===== src/common/mem_params.svh =====
`ifndef MEM_PARAMS_SVH
`define MEM_PARAMS_SVH

// cpu side widths
`define ADDR_WIDTH 32
`define WORD_WIDTH 32

// ram data bus is one byte wide
`define BYTE_WIDTH 8

// bytes per word, also the fetch length
`define WORD_BYTES 4

// byte count runs 0..WORD_BYTES
`define LEN_WIDTH 3

`endif


===== src/common/ramBusPkg.sv =====
`include "mem_params.svh"

package ramBusPkg;

    // direction of the single ram port
    typedef enum logic {
        MemRead  = 1'b0,
        MemWrite = 1'b1
    } memRwT;

    // one byte on the ram data bus
    typedef logic [`BYTE_WIDTH-1:0] byteT;

endpackage


===== src/common/memCtrlPkg.sv =====
`include "mem_params.svh"

package memCtrlPkg;

    // operation currently owned by the controller
    typedef enum logic [1:0] {
        KindFetch = 2'd0,
        KindLoad  = 2'd1,
        KindStore = 2'd2
    } accessKindT;

    // arbiter FSM
    typedef enum logic [1:0] {
        ArbIdle    = 2'd0,
        ArbBusy    = 2'd1,
        ArbRelease = 2'd2
    } arbStateT;

    // byte count of one access
    typedef logic [`LEN_WIDTH-1:0] lenT;

endpackage


===== src/common/memReqIf.sv =====
`timescale 1ns/1ps
`include "mem_params.svh"

interface memReqIf
    import memCtrlPkg::*;
();
    // launch of one access, operands stay stable until done
    logic                   start;
    accessKindT             kind;
    logic [`ADDR_WIDTH-1:0] addr;
    lenT                    len;
    logic [`WORD_WIDTH-1:0] wdata;

    // global freeze, owned by the arbiter
    logic                   hold;

    // completion back from the sequencer
    logic                   done;
    logic [`WORD_WIDTH-1:0] rdata;

    modport arbiter (
        output start,
        output kind,
        output addr,
        output len,
        output wdata,
        output hold,
        input  done
    );

    modport sequencer (
        input  start,
        input  kind,
        input  addr,
        input  len,
        input  wdata,
        input  hold,
        output done,
        output rdata
    );

endinterface


===== src/memArbiter/memArbiter.sv =====
`timescale 1ns/1ps
`include "mem_params.svh"

module memArbiter
    import memCtrlPkg::*;
(
    input  logic                   clk,
    input  logic                   rst,
    input  logic                   i_rdy,
    input  logic                   i_ioBufferFull,

    input  logic                   i_instEn,
    input  logic [`ADDR_WIDTH-1:0] i_instAddr,

    input  logic                   i_dataEn,
    input  logic                   i_dataWrite,
    input  lenT                    i_dataLen,
    input  logic [`ADDR_WIDTH-1:0] i_dataAddr,
    input  logic [`WORD_WIDTH-1:0] i_dataWdata,

    output logic                   o_instDone,
    output logic                   o_dataDone,

    memReqIf.arbiter               req
);

    arbStateT               state;
    accessKindT             kindReg;
    accessKindT             nextKind;
    logic [`ADDR_WIDTH-1:0] addrReg;
    lenT                    lenReg;
    logic [`WORD_WIDTH-1:0] wdataReg;
    logic                   hold;
    logic                   anyReq;

    assign hold   = !i_rdy || i_ioBufferFull;
    assign anyReq = i_dataEn || i_instEn;

    // data side wins over fetch
    always_comb begin
        if (i_dataEn) begin
            nextKind = i_dataWrite ? KindStore : KindLoad;
        end else begin
            nextKind = KindFetch;
        end
    end

    assign req.start = (state == ArbIdle) && anyReq && !hold;
    assign req.hold  = hold;
    assign req.kind  = kindReg;
    assign req.addr  = addrReg;
    assign req.len   = lenReg;
    assign req.wdata = wdataReg;

    always_ff @(posedge clk) begin
        if (rst) begin
            state   <= ArbIdle;
            kindReg <= KindFetch;
        end else if (!hold) begin
            case (state)
                ArbIdle: begin
                    if (req.start) begin
                        state   <= ArbBusy;
                        kindReg <= nextKind;
                    end
                end
                ArbBusy: begin
                    if (req.done) begin
                        state <= ArbRelease;
                    end
                end
                // lets a requester drop its enable before the next accept
                ArbRelease: begin
                    state <= ArbIdle;
                end
                default: begin
                    state <= ArbIdle;
                end
            endcase
        end
    end

    // operands latched once at accept
    always_ff @(posedge clk) begin
        if (req.start) begin
            addrReg  <= i_dataEn ? i_dataAddr : i_instAddr;
            lenReg   <= i_dataEn ? i_dataLen : lenT'(`WORD_BYTES);
            wdataReg <= i_dataWdata;
        end
    end

    assign o_instDone = req.done && (kindReg == KindFetch);
    assign o_dataDone = req.done && (kindReg != KindFetch);

    // an accepted request leaves idle with the winner recorded
    startAccepts: assert property (@(posedge clk) disable iff (rst)
        req.start |=> state == ArbBusy && kindReg == $past(nextKind));

    // sequencer may only finish an access the arbiter handed out
    doneOnlyBusy: assert property (@(posedge clk) disable iff (rst)
        req.done |-> state == ArbBusy);

    oneDone: assert property (@(posedge clk) disable iff (rst)
        $onehot0({o_instDone, o_dataDone}));

endmodule


===== src/byteSequencer/byteSequencer.sv =====
`timescale 1ns/1ps
`include "mem_params.svh"

module byteSequencer
    import ramBusPkg::*;
    import memCtrlPkg::*;
(
    input  logic                   clk,
    input  logic                   rst,
    input  byteT                   i_memRdata,
    output memRwT                  o_memRw,
    output logic [`ADDR_WIDTH-1:0] o_memAddr,
    output byteT                   o_memWdata,
    memReqIf.sequencer             req
);

    logic                   busy;
    lenT                    issueCnt;
    lenT                    capCnt;
    logic                   pending;
    logic [`WORD_WIDTH-1:0] word;
    logic                   isStore;
    logic                   issuing;
    logic                   complete;
    logic [5:0]             alignShift;

    assign isStore = (req.kind == KindStore);
    assign issuing = busy && (issueCnt < req.len);

    // store ends after its last write edge, read after its last capture
    assign complete = busy && (isStore ? (issueCnt == req.len) : (capCnt == req.len));
    assign req.done = complete && !req.hold;

    assign o_memAddr  = req.addr + {{(`ADDR_WIDTH - `LEN_WIDTH){1'b0}}, issueCnt};
    assign o_memWdata = req.wdata[issueCnt[1:0] * `BYTE_WIDTH +: `BYTE_WIDTH];
    assign o_memRw    = (isStore && issuing && !req.hold) ? MemWrite : MemRead;

    always_ff @(posedge clk) begin
        if (rst) begin
            busy     <= 1'b0;
            issueCnt <= '0;
            capCnt   <= '0;
            pending  <= 1'b0;
        end else if (req.start) begin
            busy     <= 1'b1;
            issueCnt <= '0;
            capCnt   <= '0;
            pending  <= 1'b0;
        end else if (req.done) begin
            busy    <= 1'b0;
            pending <= 1'b0;
        end else begin
            // a held issue is not counted, so the same address goes out again
            pending <= issuing && !req.hold && !isStore;
            if (issuing && !req.hold) begin
                issueCnt <= issueCnt + 1'b1;
            end
            // byte is on the bus only this cycle
            if (pending) begin
                capCnt <= capCnt + 1'b1;
            end
        end
    end

    // low byte arrives first, shift in from the top
    always_ff @(posedge clk) begin
        if (req.start) begin
            word <= '0;
        end else if (pending) begin
            word <= {i_memRdata, word[`WORD_WIDTH-1:`BYTE_WIDTH]};
        end
    end

    // short loads sit in the upper bytes until aligned down
    assign alignShift = 6'((`WORD_BYTES - req.len) * `BYTE_WIDTH);
    assign req.rdata  = word >> alignShift;

    // a held cycle keeps the address for the reissue
    addrHeldInHold: assert property (@(posedge clk) disable iff (rst)
        busy && req.hold |=> o_memAddr == $past(o_memAddr));

    issueBound: assert property (@(posedge clk) disable iff (rst)
        busy |-> issueCnt <= req.len);

endmodule


===== src/design/memCtrl.sv =====
`timescale 1ns/1ps
`include "mem_params.svh"

module memCtrl
    import ramBusPkg::*;
    import memCtrlPkg::*;
(
    input  logic                   clk,
    input  logic                   rst,

    // instruction fetch
    input  logic                   i_instEn,
    input  logic [`ADDR_WIDTH-1:0] i_instAddr,
    output logic                   o_instDone,
    output logic [`WORD_WIDTH-1:0] o_instWord,

    // load/store unit
    input  logic                   i_dataEn,
    input  logic                   i_dataWrite,
    input  lenT                    i_dataLen,
    input  logic [`ADDR_WIDTH-1:0] i_dataAddr,
    input  logic [`WORD_WIDTH-1:0] i_dataWdata,
    output logic                   o_dataDone,
    output logic [`WORD_WIDTH-1:0] o_dataRdata,

    // byte wide ram
    output memRwT                  o_memRw,
    output logic [`ADDR_WIDTH-1:0] o_memAddr,
    output byteT                   o_memWdata,
    input  byteT                   i_memRdata,

    // freeze sources
    input  logic                   i_rdy,
    input  logic                   i_ioBufferFull
);

    memReqIf req ();

    memArbiter uArbiter (
        .clk            (clk),
        .rst            (rst),
        .i_rdy          (i_rdy),
        .i_ioBufferFull (i_ioBufferFull),
        .i_instEn       (i_instEn),
        .i_instAddr     (i_instAddr),
        .i_dataEn       (i_dataEn),
        .i_dataWrite    (i_dataWrite),
        .i_dataLen      (i_dataLen),
        .i_dataAddr     (i_dataAddr),
        .i_dataWdata    (i_dataWdata),
        .o_instDone     (o_instDone),
        .o_dataDone     (o_dataDone),
        .req            (req.arbiter)
    );

    byteSequencer uSequencer (
        .clk        (clk),
        .rst        (rst),
        .i_memRdata (i_memRdata),
        .o_memRw    (o_memRw),
        .o_memAddr  (o_memAddr),
        .o_memWdata (o_memWdata),
        .req        (req.sequencer)
    );

    // same word to both sides, only the owner's done qualifies it
    assign o_instWord  = req.rdata;
    assign o_dataRdata = req.rdata;

endmodule


===== config.mk =====
export PLATFORM = sky130hd
export DESIGN_NAME = memCtrl
export DESIGN_NICKNAME = d
export VERILOG_FILES = /design/src/common/ramBusPkg.sv /design/src/common/memCtrlPkg.sv /design/src/common/memReqIf.sv /design/src/memArbiter/memArbiter.sv /design/src/byteSequencer/byteSequencer.sv /design/src/design/memCtrl.sv
export VERILOG_INCLUDE_DIRS = /design/src /design/src/common
export SDC_FILE = /design/constraint.sdc
export NUM_CORES = 1
export LEC_CHECK = 0
export ABC_AREA = 0
export BUFFER_PORTS_ARGS = -buffer_cell sky130_fd_sc_hd__buf_2
export CAP_MARGIN = 10
export CORE_ASPECT_RATIO = 1.2
export CORE_UTILIZATION = 45
export DETAILED_ROUTE_END_ITERATION = 8
export PLACE_DENSITY = 0.73
export SLEW_MARGIN = 30
export SYNTH_ARGS = -nofsm -noshare
export SYNTH_HDL_FRONTEND = slang
export SYNTH_SLANG_ARGS = --single-unit
export TNS_END_PERCENT = 30

===== constraint.sdc =====
create_clock -name clk -period 2.7 [get_ports clk]
set_clock_uncertainty 0.1 [all_clocks]
set_input_delay 0.81 -clock clk [delete_from_list [all_inputs] [get_ports clk]]
set_output_delay 0.81 -clock clk [all_outputs]
set_load 0.05 [all_outputs]

Yosys cells after proc, flatten, opt, wreduce, memory -nomap -nowiden
Cells that the tools add are included.
{ "word_totals": {"reg_bits": 111, "inputBits": 114, "output_inout_bits": 107, "word_cells": 61} }
{ "op_classes": {"add_sub_neg": 4, "magnitude_cmp": 1, "n_eq_ne": 6, "n_shift": 2, "muxes": 10, "n_bitwise": 2, "reduce_logical": 26} }
{ "ops": {"columns": ["cell", "count"], "rows": [
  ["adder 32 x 3 -> 32 bit", 1],
  ["2-to-1 mux 32 bit", 1],
  ["indexed part select 32 x 6 -> 8 bit", 1],
  ["right shift 32 x 6 -> 32 bit", 1],
  ["logical AND 1 bit", 11],
  ["2-to-1 mux 2 bit", 4],
  ["adder 3 x 1 -> 3 bit, second input constant", 2],
  ["equality test 3 bit", 2],
  ["AND reduction 3 bit", 2],
  ["zero test 2 bit", 2],
  ["2-to-1 mux 1 bit", 4],
  ["case mux 2 bit (2 select lines)", 1],
  ["AND reduction 2 bit", 2],
  ["nonzero test 2 bit", 2],
  ["zero test 1 bit", 3],
  ["< comparator 3 bit", 1],
  ["OR reduction 3 bit", 1],
  ["subtractor 3 bit, first input constant", 1],
  ["equality test 2 x 1 -> 1 bit, second input constant", 1],
  ["equality test 2 bit, second input constant", 1],
  ["logical OR 1 bit", 2],
  ["inequality test 2 x 1 -> 1 bit, second input constant", 1],
  ["inequality test 2 bit, second input constant", 1],
  ["inverter 1 bit", 2],
  ["OR reduction 2 bit", 1]
]} }

Depth between registers and ports, before layout
{ "depth": {"word_depth": 6, "mapped_depth": 10, "depth_no_buf": 7} }

Cells and area by module
Synthesis repeated with hierarchy kept, for this count alone.
{ "hier_totals": {"cells_unflattened": 513, "area_unflattened_um2": 5985.7} }
{ "by_module_without_submodules": {"columns": ["module", "n_inst", "cells_per_inst", "area_per_inst_um2", "seq_area_each_um2"], "rows": [
  ["byteSequencer", 1, 352, 3088.0, 800.8],
  ["memArbiter", 1, 129, 2657.5, 2092.0],
  ["memCtrl", 1, 32, 240.2, 0.0]
]} }

Least setup slack after synthesis
OpenSTA, ideal clock, no wires.
{ "synth_path": {"path_type": "flip-flop to output port", "startpoint": "reg uArbiter.lenReg[0], in the netlist uArbiter.req.len[0]", "endpoint": "out o_instWord[0]", "arrival_ns": 3.129, "required_ns": 1.790, "slack_ns": -1.339, "stages_incl_launch_ff": 9, "n_path_buf": 4, "path_cell_list": "edfxtp_1 > buf_2 > inv_1 > ha_1 > clkbuf_1 > clkbuf_1 > mux2i_1 > a211oi_1 > buf_4"} }
{ "synth_between": {"elab_chain_len": 2} }
{ "synth_lines": {"columns": ["item", "line", "rtl"], "rows": [
  ["start: declaration", "memArbiter.sv:31", "lenT lenReg;"],
  ["start signal: assignment", "memArbiter.sv:87", "lenReg <= i_dataEn ? i_dataLen : lenT'(`WORD_BYTES);"],
  ["subtractor 3 bit (no line)", null, null],
  ["right shift 32 x 6 -> 32 bit", "byteSequencer.sv:76", "assign req.rdata = word >> alignShift;"],
  ["end: declaration", "memCtrl.sv:15", "output logic [`WORD_WIDTH-1:0] o_instWord,"]
]} }
No other way between the ends.

Worst setup path in the final report
{ "layout_path": {"startpoint": "reg uArbiter.addrReg[1], in the netlist uArbiter.req.addr[1]", "endpoint": "out o_memAddr[31]"} }
{ "layout_between": {"elab_chain_len": 1} }
{ "layout_lines": {"columns": ["item", "line", "rtl"], "rows": [
  ["start: declaration", "memArbiter.sv:30", "logic [`ADDR_WIDTH-1:0] addrReg;"],
  ["start signal: assignment", "memArbiter.sv:86", "addrReg <= i_dataEn ? i_dataAddr : i_instAddr;"],
  ["adder 32 x 3 -> 32 bit", "byteSequencer.sv:34", "assign o_memAddr = req.addr + {{(`ADDR_WIDTH - `LEN_WIDTH){1'b0}}, issueCnt};"],
  ["end: declaration", "memCtrl.sv:28", "output logic [`ADDR_WIDTH-1:0] o_memAddr,"]
]} }
No other way between the ends.

==> impl_metrics.json <==
{
  "p_seq_share_pct": 48.7,
  "diodes": 0,
  "hpwl_mm": 11.0,
  "path_buf_inv": 2,
  "die_w_um": 106,
  "dieArea_um2": 13600,
  "fin_tns_setup_ns": -24.81,
  "cp_top_family": "flip-flops",
  "post-place-ws_ns": -0.224,
  "worstMarginPinSlew_ns": 0.698,
  "fin_crit_sh_pct": 116,
  "leakage_nw": 3.78,
  "synth_nets": 641,
  "switching_share_pct": 27.7,
  "cts_buffers": 9,
  "syn_area_um2": 5890,
  "r2r_slack_ns": 0.70,
  "initialDrtViolationCount": 111,
  "root_buffer": "clkbuf_16",
  "async_flop_share_pct": 0,
  "slew_headroom_pct": 53.3,
  "p_sw_mw": 1.08,
  "drive_gt1_share_pct": 63.6,
  "synth-seq-cells": 111,
  "setup_viol": 96,
  "synth_cells": 517,
  "yosysSeqAreaShare_pct": 49.1,
  "die_height_um": 127,
  "ctsLongestPathBuffers": 2,
  "fillers": 845,
  "post_drt_via_cell_ratio": 5.17,
  "crit_path_end_kind": "output pin",
  "p_int_mw": 2.81,
  "min_period_ns": 3.14,
  "combPwrFrac_pct": 17.9,
  "cts.sinks": 111,
  "portBuffers": 220,
  "drt-total-wl_mm": 16.2,
  "max_stage_delay_ns": 0.48,
  "synth_edf_count": 67,
  "powerDensity_nw_per_um2": 416,
  "worstPathRequired_ns": 1.79,
  "cts_tree": "yes",
  "power_frac_clock_pct": 33.4,
  "drtAntennaViolNets": 0,
  "report.final.slew_viol_count": 0,
  "whs_ns": 0.376,
  "clk_pin_slew_ns": 0.07,
  "rsz0062_at_grt": "yes",
  "clkLatencyLatePin_ns": 0.35,
  "cap_violations": 0,
  "cts-htree-levels": 3,
  "area_delta_synth_final_pct": 58.6,
  "ys.flop_type": "edfxtp_1",
  "status": "finished, violations left",
  "start_kind": "flop",
  "crit_chain": "ha_4, nand3_4, a21o_4, nor4_4, buf_6, nand3_4, xnor2_4, buf_6",
  "core_um2": 12700,
  "grt_max_degree": 37,
  "worstSetupPathType": "flop to output pin",
  "violations": "negative setup slack",
  "antenna_found_initial": 0,
  "num_vias": 4836,
  "gp_congestion": 0.800,
  "final_nets": 891,
  "rows": 45,
  "path_max_fanout": 5,
  "wire_per_inst_um": 17.3,
  "hold_class": "flop to flop",
  "grt_pass1_wl_mm": 24.3,
  "gr-usage-all-layers_pct": 23.1,
  "initial_core_util_pct": 46.3,
  "critPathArrivalTime_ns": 2.23,
  "grt_pass1_vias": 4962,
  "fin_ws_ns": -0.437,
  "drt_first_pass_iters": 4,
  "timing.fmax_mhz": 319,
  "grt_overflow_total": 0,
  "hold_viol": 0,
  "yosys_warnings": 0,
  "peakVddDrop_mv": 0.273,
  "synth.avg_cell_area_um2": 11.4,
  "drcViolationCount": 0,
  "crit_slowest_cell": "edfxtp_1",
  "synth_cell_types": 46,
  "ios": 221
}
==> per-stage QoR <==
step	instance area (um^2)	utilization, %	power, mW	std cells
final	9340	73.4	3.89	936
after global routing	9340	73.4	4.01	936
after CTS	8960	70.4	3.88	924
after detailed placement	7890	62.0	2.52	903
after global placement	7890	62.0	2.50	903
after floorplan	6640	-	2.33	517
==> registers in the layout, summed over array words and instances, names as in the netlist <==
signal               count
uSequencer.word         32
uSequencer.issueCnt      3
uSequencer.pending       1
uArbiter.req.wdata      32
uArbiter.req.addr       32
uArbiter.req.kind        2
uSequencer.capCnt        3
uArbiter.req.len         3
uArbiter.state           2
uSequencer.busy          1
==> path summary, 6_finish.rpt <==
check / cells after the start / from / to
setup / recovery: 8 / uArbiter.req.addr[1] / o_memAddr[31]
hold / removal: 1 / uArbiter.state[0] / uArbiter.state[0]
setup reg to reg: 5 / uArbiter.state[0] / uSequencer.issueCnt[0]
hold reg to reg: 1 / uArbiter.state[0] / uArbiter.state[0]
==> Yosys cell counts (all sizes together) (4+ instances only) <==
cell    number  share of area [%]
a211oi      17                2.2
a21oi       12                1.0
and2        14                1.5
and3         4               0.45
buf         49                5.4
clkbuf       7               0.45
dfxtp       44                 15
edfxtp      67                 34
ha           9                1.9
inv          8               0.51
mux2        32                6.1
mux2i       52                8.8
mux4         8                3.1
nand2       25                1.6
nand2b       5               0.53
nand3       11                1.1
nand4        6               0.74
nor2        69                4.4
nor2b       10                1.1
nor3         5               0.42
nor4         4               0.93
o21ai        4               0.34
xnor2       23                3.4
xor2        12                1.8
==> power by group through the flow <==
stage / clock network [mW] / registers [mW] / logic (mW)
after floorplan: 0 / 1.93 / 0.398
after global placement: 0 / 1.93 / 0.572
after detailed placement: 0 / 1.93 / 0.585
after CTS: 1.32 / 1.89 / 0.660
after global routing: 1.38 / 1.90 / 0.733
final: 1.30 / 1.89 / 0.698
==> cells in the final DEF (no fill, tap or decap), types with 8 or more instances in the layout <==
master / count
xor2_2: 8
mux2_2: 32
edfxtp_1: 67
nand2_1: 21
buf_2: 123
buf_4: 70
xnor2_2: 12
and2_4: 11
a21oi_2: 9
nor2_1: 45
buf_6: 91
dfxtp_1: 41
mux2i_2: 9
mux4_2: 8
clkbuf_16: 9
a211oi_4: 8
nor2b_1: 10
mux2i_1: 42
nor2_4: 20
==> timing repair <==
action / in CTS / in global routing
gates resized for setup: 209 / 65
setup endpoints to repair: 97 / 97
setup buffers: 2 / 12
gates cloned: 3 / 0
hold buffers: 0 / 0
pin swaps: 24 / 31
==> worst reg2reg max path, stage by stage (launching register included) <==
cell and delay [ns]:
dfxtp_1 0.33, nor4b_1 0.54, o21a_4 0.43, nor2_1 0.26, nand4_1 0.15, nand2_1 0.07
==> layer usage <==
layer	GRT usage (%)	share of wire [%]	up-vias
met5	0	0	-
met4	8.54	2.4	0
met3	5.31	5.7	30
met2	46.0	56	186
met1	22.9	35	2330
li1	-	-	2290
==> area by class of cell <==
cell class	instances	area (um^2)	area share (%)
well taps	164	205	2.20
clock inverters	7	65.1	0.696
clock buffers	9	225	2.41
inverters	8	32.5	0.348
flip-flops and latches	111	2900	31.1
repair buffers	295	2400	25.7
multi-input cells	342	3510	37.6
==> logic make-up (layout without fill, tap and decap cells) <==
kind of cell / Yosys count / count (layout) / synth area share, %
simple gates: 164 / 164 / 14.3
xor+xnor: 35 / 35 / 5.20
mux: 92 / 92 / 18.0
flops: 111 / 111 / 49.1
compound gates: 41 / 41 / 4.67
buf+inv: 64 / 319 / 6.39
fa+ha+maj: 10 / 10 / 2.25
Note: power is estimated with default switching activity, not from simulation.
